===== src/rtl/nnPkg.sv =====
`default_nettype none

package nnPkg;

	////////////////////////////////////////
	// Sizes and scaling

	localparam int numInputs = 30;
	localparam int numNeurons = 4;
	localparam int fracBits = 6; // Fixed point position of the weights.

	typedef logic signed [7:0] activation_t;
	typedef logic signed [7:0] weight_t;
	typedef logic signed [19:0] acc_t; // Holds 30 full products plus the bias.
	typedef logic [4:0] sampleIndex_t;
	typedef logic [1:0] neuronIndex_t;

	localparam activation_t maxActivation = 8'sd127;

	////////////////////////////////////////
	// Fixed layer coefficients

	// One row per neuron, one column per feature.
	localparam weight_t weightTable [numNeurons][numInputs] = '{
		'{
			23, -41, 17, 66, -8, 35, -72, 12, 49, -27,
			5, 88, -19, 40, -55, 31, 9, -64, 27, 14,
			-36, 71, -3, 18, 52, -90, 44, 7, -22, 60
		},
		'{
			-14, 29, 53, -77, 38, 6, 21, -45, 80, -11,
			47, -33, 15, 92, -58, 24, -6, 39, -70, 13,
			58, -25, 34, 1, -49, 67, -18, 26, 43, -83
		},
		'{
			61, 8, -37, 25, -94, 50, 16, 33, -20, 74,
			-42, 19, 57, -9, 28, -66, 45, 11, 36, -51,
			4, 82, -29, 63, 10, -39, 22, -75, 55, 30
		},
		'{
			-50, 73, 2, -31, 46, 20, -87, 59, 13, 37,
			-16, -62, 41, 26, 69, -4, -48, 85, 17, -28,
			32, -7, 76, -56, 48, 15, -34, 51, -2, 64
		}
	};

	localparam weight_t biasTable [numNeurons] = '{18, -12, 5, -30};

endpackage

`default_nettype wire


===== src/rtl/classifierTop.sv =====
`default_nettype none

module classifierTop (
	input logic clk,
	input logic reset,
	input logic inStrobe,
	input nnPkg::activation_t inData,
	output logic outStrobe,
	output nnPkg::neuronIndex_t outIndex,
	output nnPkg::activation_t outData,
	output logic classStrobe,
	output nnPkg::neuronIndex_t classIndex
);

	logic sampleStrobe;
	nnPkg::activation_t sampleData;
	nnPkg::sampleIndex_t sampleIndex;
	logic firstSample;
	logic lastSample;
	nnPkg::activation_t result0;
	nnPkg::activation_t result1;
	nnPkg::activation_t result2;
	nnPkg::activation_t result3;
	logic layerDone;

	sampleSequencer sequencer_i (
		.clk(clk),
		.reset(reset),
		.inStrobe(inStrobe),
		.inData(inData),
		.sampleStrobe(sampleStrobe),
		.sampleData(sampleData),
		.sampleIndex(sampleIndex),
		.firstSample(firstSample),
		.lastSample(lastSample)
	);

	denseLayer layer_i (
		.clk(clk),
		.reset(reset),
		.sampleStrobe(sampleStrobe),
		.sampleData(sampleData),
		.sampleIndex(sampleIndex),
		.firstSample(firstSample),
		.lastSample(lastSample),
		.result0(result0),
		.result1(result1),
		.result2(result2),
		.result3(result3),
		.layerDone(layerDone)
	);

	resultSerializer serializer_i (
		.clk(clk),
		.reset(reset),
		.layerDone(layerDone),
		.result0(result0),
		.result1(result1),
		.result2(result2),
		.result3(result3),
		.outStrobe(outStrobe),
		.outIndex(outIndex),
		.outData(outData),
		.classStrobe(classStrobe),
		.classIndex(classIndex)
	);

endmodule

`default_nettype wire


===== src/rtl/denseLayer.sv =====
`default_nettype none

module denseLayer (
	input logic clk,
	input logic reset,
	input logic sampleStrobe,
	input nnPkg::activation_t sampleData,
	input nnPkg::sampleIndex_t sampleIndex,
	input logic firstSample,
	input logic lastSample,
	output nnPkg::activation_t result0,
	output nnPkg::activation_t result1,
	output nnPkg::activation_t result2,
	output nnPkg::activation_t result3,
	output logic layerDone
);

	nnPkg::activation_t results [nnPkg::numNeurons];
	logic [nnPkg::numNeurons-1:0] valid;

	for (genvar n = 0; n < nnPkg::numNeurons; n++)
	begin : neuron
		neuronMac #(
			.neuronId(n)
		) mac_i (
			.clk(clk),
			.reset(reset),
			.sampleStrobe(sampleStrobe),
			.sampleData(sampleData),
			.sampleIndex(sampleIndex),
			.firstSample(firstSample),
			.lastSample(lastSample),
			.result(results[n]),
			.resultValid(valid[n])
		);
	end

	assign result0 = results[0];
	assign result1 = results[1];
	assign result2 = results[2];
	assign result3 = results[3];
	assign layerDone = valid[0]; // All neurons finish on the same edge.

	neuronsInStep: assert property (@(posedge clk) disable iff (reset)
		(valid == '0) || (valid == '1))
		else $error("Neurons finished on different cycles.");

endmodule

`default_nettype wire


===== src/rtl/neuronMac.sv =====
`default_nettype none

module neuronMac #(
	parameter int neuronId = 0
) (
	input logic clk,
	input logic reset,
	input logic sampleStrobe,
	input nnPkg::activation_t sampleData,
	input nnPkg::sampleIndex_t sampleIndex,
	input logic firstSample,
	input logic lastSample,
	output nnPkg::activation_t result,
	output logic resultValid
);

	nnPkg::weight_t weight;
	logic signed [15:0] product;
	nnPkg::acc_t acc;
	nnPkg::acc_t scaled;
	logic finishPending; // The last product went into acc on the previous edge.

	assign weight = nnPkg::weightTable[neuronId][sampleIndex];
	assign product = weight * sampleData;
	assign scaled = acc >>> nnPkg::fracBits;

	always_ff @(posedge clk)
	begin
		if (reset)
		begin
			finishPending <= 1'b0;
			resultValid <= 1'b0;
		end
		else
		begin
			finishPending <= sampleStrobe && lastSample;
			resultValid <= finishPending;
		end
	end

	////////////////////////////////////////
	// Accumulate, then activate

	always_ff @(posedge clk)
	begin
		if (sampleStrobe)
		begin
			if (firstSample) // Bias enters once, with the first product.
				acc <= nnPkg::acc_t'(nnPkg::biasTable[neuronId]) + nnPkg::acc_t'(product);
			else
				acc <= acc + nnPkg::acc_t'(product);
		end

		// ReLU, rescale, then clamp to the activation range.
		if (finishPending)
		begin
			if (acc < 0)
				result <= '0;
			else if (scaled > nnPkg::acc_t'(nnPkg::maxActivation))
				result <= nnPkg::maxActivation;
			else
				result <= scaled[7:0];
		end
	end

endmodule

`default_nettype wire


===== src/rtl/resultSerializer.sv =====
`default_nettype none

module resultSerializer (
	input logic clk,
	input logic reset,
	input logic layerDone,
	input nnPkg::activation_t result0,
	input nnPkg::activation_t result1,
	input nnPkg::activation_t result2,
	input nnPkg::activation_t result3,
	output logic outStrobe,
	output nnPkg::neuronIndex_t outIndex,
	output nnPkg::activation_t outData,
	output logic classStrobe,
	output nnPkg::neuronIndex_t classIndex
);

	typedef enum logic [1:0] {idle, emit, classify} serState_t;

	serState_t state;
	nnPkg::activation_t bank [nnPkg::numNeurons];
	nnPkg::neuronIndex_t slot;
	nnPkg::activation_t bestValue;
	nnPkg::neuronIndex_t bestIndex;
	logic capture;

	assign capture = layerDone && (state == idle);
	assign outStrobe = (state == emit);
	assign outIndex = slot;
	assign outData = bank[slot];
	assign classStrobe = (state == classify);
	assign classIndex = bestIndex;

	always_ff @(posedge clk)
	begin
		if (reset)
		begin
			state <= idle;
			slot <= '0;
		end
		else
		begin
			case (state)
				idle:
					if (layerDone)
					begin
						state <= emit;
						slot <= '0;
					end
				emit:
				begin
					slot <= slot + 1'b1;
					if (slot == nnPkg::neuronIndex_t'(nnPkg::numNeurons - 1))
						state <= classify;
				end
				default: state <= idle;
			endcase
		end
	end

	// Running maximum. Strict compare keeps the lower index on a tie.
	always_ff @(posedge clk)
	begin
		if (capture)
		begin
			bank[0] <= result0;
			bank[1] <= result1;
			bank[2] <= result2;
			bank[3] <= result3;
			bestValue <= result0;
			bestIndex <= '0;
		end
		else if ((state == emit) && (bank[slot] > bestValue))
		begin
			bestValue <= bank[slot];
			bestIndex <= slot;
		end
	end

	doneWhileIdle: assert property (@(posedge clk) disable iff (reset)
		layerDone |-> (state == idle))
		else $error("Layer results arrived while the previous frame was still going out.");

endmodule

`default_nettype wire


===== src/rtl/sampleSequencer.sv =====
`default_nettype none

module sampleSequencer (
	input logic clk,
	input logic reset,
	input logic inStrobe,
	input nnPkg::activation_t inData,
	output logic sampleStrobe,
	output nnPkg::activation_t sampleData,
	output nnPkg::sampleIndex_t sampleIndex,
	output logic firstSample,
	output logic lastSample
);

	nnPkg::sampleIndex_t count;
	logic lastOfFrame;

	assign lastOfFrame = (count == nnPkg::sampleIndex_t'(nnPkg::numInputs - 1));

	always_ff @(posedge clk)
	begin
		if (reset)
		begin
			count <= '0;
			sampleStrobe <= 1'b0;
		end
		else
		begin
			sampleStrobe <= inStrobe;
			if (inStrobe)
				count <= lastOfFrame ? '0 : count + 1'b1; // Wrap at the end of a frame.
		end
	end

	// Feature and its position travel together with the strobe.
	always_ff @(posedge clk)
	begin
		if (inStrobe)
		begin
			sampleData <= inData;
			sampleIndex <= count;
			firstSample <= (count == '0);
			lastSample <= lastOfFrame;
		end
	end

	countInRange: assert property (@(posedge clk) disable iff (reset)
		count < nnPkg::sampleIndex_t'(nnPkg::numInputs))
		else $error("Feature counter left its frame range.");

endmodule

`default_nettype wire


===== config.mk =====
export PLATFORM = sky130hd
export DESIGN_NAME = classifierTop
export DESIGN_NICKNAME = d
export VERILOG_FILES = /design/src/rtl/nnPkg.sv /design/src/rtl/classifierTop.sv /design/src/rtl/denseLayer.sv /design/src/rtl/neuronMac.sv /design/src/rtl/resultSerializer.sv /design/src/rtl/sampleSequencer.sv
export SDC_FILE = /design/constraint.sdc
export NUM_CORES = 1
export LEC_CHECK = 0
export BUFFER_PORTS_ARGS = -buffer_cell sky130_fd_sc_hd__buf_4
export CAP_MARGIN = 20
export CORE_ASPECT_RATIO = 0.6
export CORE_MARGIN = 2
export CORE_UTILIZATION = 35
export CTS_BUF_LIST = sky130_fd_sc_hd__clkbuf_2
export DETAILED_ROUTE_END_ITERATION = 7
export GPL_TIMING_DRIVEN = 0
export PLACE_DENSITY_LB_ADDON = 0.08
export SLEW_MARGIN = 20
export SYNTH_ARGS = -nofsm -noshare
export SYNTH_HDL_FRONTEND = slang
export SYNTH_SLANG_ARGS = --single-unit
export TNS_END_PERCENT = 10

===== constraint.sdc =====
create_clock -name clk -period 8.7 [get_ports clk]
set_clock_uncertainty 0.2 [all_clocks]
set_input_delay 1.74 -clock clk [delete_from_list [all_inputs] [get_ports clk]]
set_output_delay 1.74 -clock clk [all_outputs]
set_load 0.01 [all_outputs]

==> Word-level counts from Yosys, hierarchy flattened <==
Memories as Yosys holds them, arrays and structs flattened. A register that Yosys moved wholly into a read port is not among the register bits.
Cells that the tools add are included.
{ "word_totals": {"romBits": 1024, "inputBits": 11, "mem_count": 5, "elab_cells": 101, "reg_bits": 149, "out_inout_bits": 14, "mem_bits_rw": 32} }
{ "op_classes": {"eq_ne": 6, "muxes": 28, "bitwise": 1, "addsub": 10, "order_cmp": 10, "n_reduce_logical": 13, "n_mul": 4} }
{ "memory_table": {"columns": ["memory", "depth", "word_bits", "rd", "rd_clocked_by_memory_dff", "write_ports", "line_no", "rtl"], "rows": [
  ["(no name shown)", 32, 8, 1, 0, 0, "neuronMac.sv:23", "assign weight = nnPkg::weightTable[neuronId][sampleIndex];"],
  ["(no name shown)", 32, 8, 1, 0, 0, "neuronMac.sv:23", null],
  ["(no name shown)", 32, 8, 1, 0, 0, "neuronMac.sv:23", null],
  ["(no name shown)", 32, 8, 1, 0, 0, "neuronMac.sv:23", null],
  ["serializer_i.bank", 4, 8, 1, 1, 4, "resultSerializer.sv:21", "nnPkg::activation_t bank [nnPkg::numNeurons];"]
]} }
{ "ops": {"columns": ["op", "count"], "rows": [
  ["adder 20 x 16 -> 20 bit", 4],
  ["< comparator 20 x 1 -> 1 bit, second input constant", 4],
  ["two-way mux 20 bit", 4],
  ["two-way mux 8 bit", 10],
  ["multiplier 8 x 8 -> 16 bit", 4],
  ["> comparator 14 x 8 -> 1 bit, second input constant", 4],
  ["adder 6 x 16 -> 17 bit, first input constant", 2],
  ["two-way mux 7 bit", 4],
  ["adder 4 x 16 -> 17 bit, first input constant", 1],
  ["adder 5 x 16 -> 17 bit, first input constant", 1],
  ["two-way mux 2 bit", 5],
  ["> comparator 8 bit", 1],
  ["case mux 2 bit (2 select lines)", 2],
  ["OR reduction 2 bit", 4],
  [">= comparator 6 bit, second input constant", 1],
  ["inverter 5 -> 6 bit", 1],
  ["adder 5 x 1 -> 5 bit, second input constant", 1],
  ["== test 5 bit, second input constant", 1],
  ["logical NOT 5 bit", 1],
  ["two-way mux 5 bit", 1],
  ["== test 2 bit, second input constant", 2],
  ["AND reduction 2 bit", 2],
  ["nonzero test 2 bit", 2],
  ["logical AND 1 bit", 3],
  ["other kinds (6)", 7]
]} }

==> Longest topological paths before layout <==
{ "logic_depth": {"depth_word": 7, "depth_mapped": 33, "ltp_nobuf": 31} }

==> Cells and area by module <==
A second synthesis with hierarchy kept.
{ "unflattened": {"hier_cells": 2647, "area_unflattened_um2": 24507.3} }
{ "by_module_without_submodules": {"columns": ["module", "seq_area_each_um2", "cells_per_inst", "area_each_um2", "instances"], "rows": [
  ["neuronMac at layer_i.neuron[2].mac_i", 880.8, 625, 5501.5, 1],
  ["neuronMac at layer_i.neuron[1].mac_i", 880.8, 631, 5481.5, 1],
  ["neuronMac at layer_i.neuron[0].mac_i", 880.8, 617, 5439.0, 1],
  ["neuronMac at layer_i.neuron[3].mac_i", 880.8, 606, 5315.1, 1],
  ["resultSerializer", 1361.3, 123, 2018.2, 1],
  ["sampleSequencer", 570.5, 45, 752.0, 1]
]} }

==> Least setup slack after synthesis <==
No wires, ideal clock.
{ "synth_path": {"path_type": "register to register", "startpoint": "register sequencer_i.sampleIndex[0]", "endpoint": "register layer_i.neuron[3].mac_i.acc[19], data pin", "setup_time_ps": 270, "arrival_ps": 7616, "n_path_buf": 2, "stages_incl_launch_ff": 31, "slack_ps": 613, "synth_period_minus_slack_ps": 8087, "path_cell_list": "edfxtp_1 -> clkbuf_1 -> inv_1 -> ha_1 -> clkbuf_1 -> nor2_1 -> nor3b_1 -> a311oi_1 -> a21oi_1 -> nand2b_1 -> inv_1 -> fa_1 -> fa_1 -> fa_1 -> inv_1 -> fa_1 -> inv_1 -> ha_1 -> or2_2 -> a2111oi_1 -> o31ai_1 -> a21oi_1 -> xnor2_1 -> ha_1 -> and3_1 -> a22o_1 -> a31oi_1 -> a21oi_1 -> o41ai_1 -> xnor2_1 -> o21ai_1"} }
{ "synth_between": {"elab_chain_len": 7, "word_cells_on_any_way": 8, "cone_classes": "2 x add/sub; 1 x mul; 3 x mux; 1 x bitwise; 1 x memory"} }
{ "synth_lines": {"columns": ["item", "line_no", "rtl"], "rows": [
  ["start, declared", "sampleSequencer.sv:10", "output nnPkg::sampleIndex_t sampleIndex,"],
  ["start signal, assigned", "sampleSequencer.sv:41", "sampleIndex <= count;"],
  ["inverter 5 -> 6 bit (not written as such) *", "neuronMac.sv:23", null],
  ["memory (32 x 8 bit) *", null, null],
  ["two-way mux 8 bit (not written as such) * (2 in a row)", "neuronMac.sv:23", null],
  ["multiplier 8 x 8 -> 16 bit *", "neuronMac.sv:24", "assign product = weight * sampleData;"],
  ["adder 20 x 16 -> 20 bit / adder 6 x 16 -> 17 bit (equally long branches)", "neuronMac.sv:51, neuronMac.sv:49", null],
  ["two-way mux 20 bit *", "neuronMac.sv:48", "if (firstSample)"],
  ["end signal, assigned", "neuronMac.sv:49", "acc <= nnPkg::acc_t'(nnPkg::biasTable[neuronId]) + nnPkg::acc_t'(product);"],
  ["end signal, assigned", "neuronMac.sv:51", "acc <= acc + nnPkg::acc_t'(product);"],
  ["end, declared", "neuronMac.sv:19", "nnPkg::acc_t acc;"]
]} }
Every way passes the cells marked *; elsewhere a longest branch is shown, timed or not. The select of a mux whose other input is x is not followed.
A chain may end at the register's enable or synchronous reset.

==> Worst setup path in the final report <==
{ "layout_path": {"startpoint": "register sequencer_i.sampleIndex[3]", "endpoint": "register layer_i.neuron[3].mac_i.acc[18], data pin"} }
The elaborated chain is that of the path after synthesis.

==> results by group <==
Run status
  – Status: completed

Critical path
  – Critical setup path kind: reg -> reg
  – Setup crit start kind: flip-flop
  – CP max FO: 10
  – CP bufs+invs: 8
  – Crit. End Element: flip-flop
  – Critical Path Slowest Stage Cell: fa_1
  – CP top delay family: adder cells
  – Crit path DAT: roughly 8.8 ns
  – Critical Path RT: 9.16 ns
  – R2R depth: 29
  – Reg-to-reg slack, setup: between 0.3 and 0.4 ns
  – Reg-to-reg startpoint: sequencer_i.sampleIndex[3]
  – CP peak stage delay: 0.54 ns
  – Reg-to-Reg End: layer_i.neuron[3].mac_i.acc[18]

Floorplan
  – Die ar.: approximately 69,000 um^2
  – Initial Utilization: between 30% and 40%
  – Cell Rows: 73
  – I/O Pins: 25
  – Die width: 339 um
  – Core ar.: roughly 66,000 um^2
  – Die Y: 205 um

Synth
  – Main combinational cell family by area after synthesis: adder cells
  – Mapped cell area: about 24,000 um^2
  – Post-synth top cells: inv_1 (421), ha_1 (237), fa_1 (224), nand2_1 (176), edfxtp_1 (167)
  – Post-synth top area cell: edfxtp_1
  – Synth async-reset ratio: 0%
  – Mean area per synthesized cell: between 9 and 10 um^2
  – Ys flop type: edfxtp_1
  – Most common cell in the synthesized netlist: inv_1
  – Yosys top cell area share: 21.3%
  – Post-synthesis adder-cell area fraction: 31.6%
  – Post-synth EDFFs: 167
  – Multiplexer share of the synthesized area: between 1.5 and 2%
  – Distinct cells, synth: 88
  – Cells after synthesis: ~2,600
  – Synth Area in Compound Gates: between 10 and 15%
  – Yosys Warn Count: 0
  – XOR/XNOR share of the synthesized area: under 10%
  – Simple-Gate Fraction of Synth Area: 15.7%
  – Largest cells by area after synthesis: edfxtp_1 (21%), fa_1 (19%), ha_1 (13%)
  – Yosys reg bits: between 150 and 200
  – Seq/Total Area, Yosys: ~23%

GRT
  – Pin count of the biggest net entering global routing: between 40 and 50
  – GRT overflow: 0
  – Initial antenna violation count: 10
  – Global-route wire length before repair: about 110,000 um
  – Vias in the first global route: about 19,000
  – Gr usage total: 21.2%

STA
  – Final setup fails: 0
  – Max Transition Viols Final: 0
  – Max Clk Rate: about 0.12 GHz
  – Minimum clock period: approximately 8.4 ns
  – Tcrit/Tclk final: a little over nine tenths
  – Final-report hold violation count: 0
  – Worst-margin pin slew: between 1 and 1.5 ns
  – Rel. slew slack: 26.2%
  – RSZ-0062 raised after global routing: yes

Clocking
  – CTS Buf Count: 17
  – Sink Count: 183
  – Root buffer cell: clkbuf_2
  – Clock latency on the worst-skew pair: 1.00 ns
  – Clock tree buffer depth: 2
  – Max H-tree Level: 4
  – Clock Pin Slew Worst Setup and Hold Paths: between 0.3 and 0.4 ns
  – CTS tree: done
  – CTS Hold Bufs: 0

Routing
  – Vias: between 15,000 and 20,000
  – Routed Antenna Nets: 0
  – Drt total wl: just over 70,000 um
  – DRT Pass-1 Iters: 5
  – Drt wl/cell: 20.2 um
  – DRC viols: 0
  – Vias per cell: roughly 5.2
  – Drt initial violations: 1,405

Hold path
  – Hold Path End: serializer_i.bank[1][7]
  – Worst hold path stage count: 0
  – Hold Crit Start: layer_i.neuron[1].mac_i.result[7]
  – Worst min-delay path class: reg -> reg

Finish
  – Post-synthesis to final-layout area growth: 9.67%
  – Layout cell share with drive strength beyond 1: under 10%
  – Final nets: slightly above 3,000
  – Fin util: ~39%
  – Finished Layout Cells: between 3,000 and 4,000

Placement
  – Port Buffer Count: 23
  – Final RePlAce weighted congestion: 0.944
  – DP Wirelength: 57,500 um
  – Placed cells: 3,501

Flow run
  – Max-cap violations: 0
[worst max-delay path by stage]
stage                                     from                         endpoint  cells past startpoint
floorplan           sequencer_i.sampleIndex[0]  layer_i.neuron[3].mac_i.acc[19]                     30
global placement    sequencer_i.sampleIndex[0]  layer_i.neuron[3].mac_i.acc[19]                     28
detailed placement  sequencer_i.sampleIndex[0]  layer_i.neuron[3].mac_i.acc[19]                     29
CTS                 sequencer_i.sampleIndex[3]  layer_i.neuron[0].mac_i.acc[19]                     28
global route        sequencer_i.sampleIndex[4]  layer_i.neuron[0].mac_i.acc[19]                     27
finish              sequencer_i.sampleIndex[3]  layer_i.neuron[3].mac_i.acc[18]                     29
[cell families (layout without fill, tap and decap cells)]
logic type | Yosys count | count (layout)
AOI/OAI and AO/OA | 510 | 510
xor gates and xnor gates | 168 | 168
adders and majority gates | 461 | 461
buffers and inverters | 503 | 583
DFF | 183 | 183
muxes | 30 | 30
other | 1 | 6
and+or+nand+nor | 714 | 714
[layout by cell type, fill, tap and decap left out, types with 30 or more instances in the layout]
cell type | netlist | routed
fa_1 | 224 | 224
a21o_1 | 40 | 40
xor2_1 | 65 | 61
xnor2_1 | 100 | 93
a211oi_1 | 31 | 30
nand2_1 | 176 | 175
clkbuf_2 | 0 | 31
buf_4 | 0 | 46
inv_1 | 421 | 419
nor3_1 | 39 | 36
edfxtp_1 | 167 | 167
and2_1 | 123 | 123
ha_1 | 237 | 233
nand2b_1 | 33 | 32
o21ai_0 | 124 | 116
a21oi_1 | 157 | 147
clkbuf_1 | 68 | 49
nor2b_1 | 69 | 68
nor2_1 | 150 | 148
[what timing repair did]
item,4_1_cts,5_1_grt
setup buffers,8,15
gates resized for setup,62,57
endpoints found under the setup margin,45,27
pin swaps,0,9
[through the flow]
| step | setup WS, ns | setup TNS (ns) | hold slack [ns] | instance area, um^2 |
|---|---|---|---|---|
| 2_1_floorplan | 0.613 | 0 | 0.200 | 23600 |
| 3_3_place_gp | -1.64 | -40.68 | 0.204 | 24900 |
| 3_5_place_dp | -1.50 | -33.56 | 0.207 | 25000 |
| 4_1_cts | 0.00319 | 0 | 0.234 | 25500 |
| 5_1_grt | -0.129 | -0.240 | 0.261 | 25800 |
| 6_report | 0.321 | 0 | 0.238 | 25800 |
[routing by layer]
layer  GRT usage, %  vias to the layer above  routed length [um]  part of all wire [%]
li1               -                     8764                   -                     -
met1           33.5                     9266               38300                    53
met2           29.5                      496               28000                    39
met3           4.01                       43                4780                   6.6
met4           4.21                        0                 850                   1.2
met5              0                        -                   0                     0
[registers in the layout (all words and copies together), names as in the netlist, named ones only]
register,flops
layer_i.neuron.mac_i.acc,80
layer_i.neuron.mac_i.finishPending,1
layer_i.neuron.mac_i.result,32
layer_i.neuron.mac_i.resultValid,1
sequencer_i.count,5
sequencer_i.firstSample,1
sequencer_i.lastSample,1
sequencer_i.sampleData,8
sequencer_i.sampleIndex,5
sequencer_i.sampleStrobe,1
serializer_i.bank,32
serializer_i.bestValue,8
serializer_i.classIndex,2
serializer_i.outIndex,2
serializer_i.state,2
[final cells by class]
type,instances,area [um^2]
fill,6813,40600
tap,900,1130
clock buffer,17,85.1
inverter,423,1600
antenna,2,5.00
sequential,183,5340
clock inverter,15,125
timing repair buffer,51,437
multi-input combinational,1887,16800
buffer,77,327
Power is left out: the tool's default activity adds up to more than one toggle a clock period on the data nets, which glitch-free logic cannot reach.
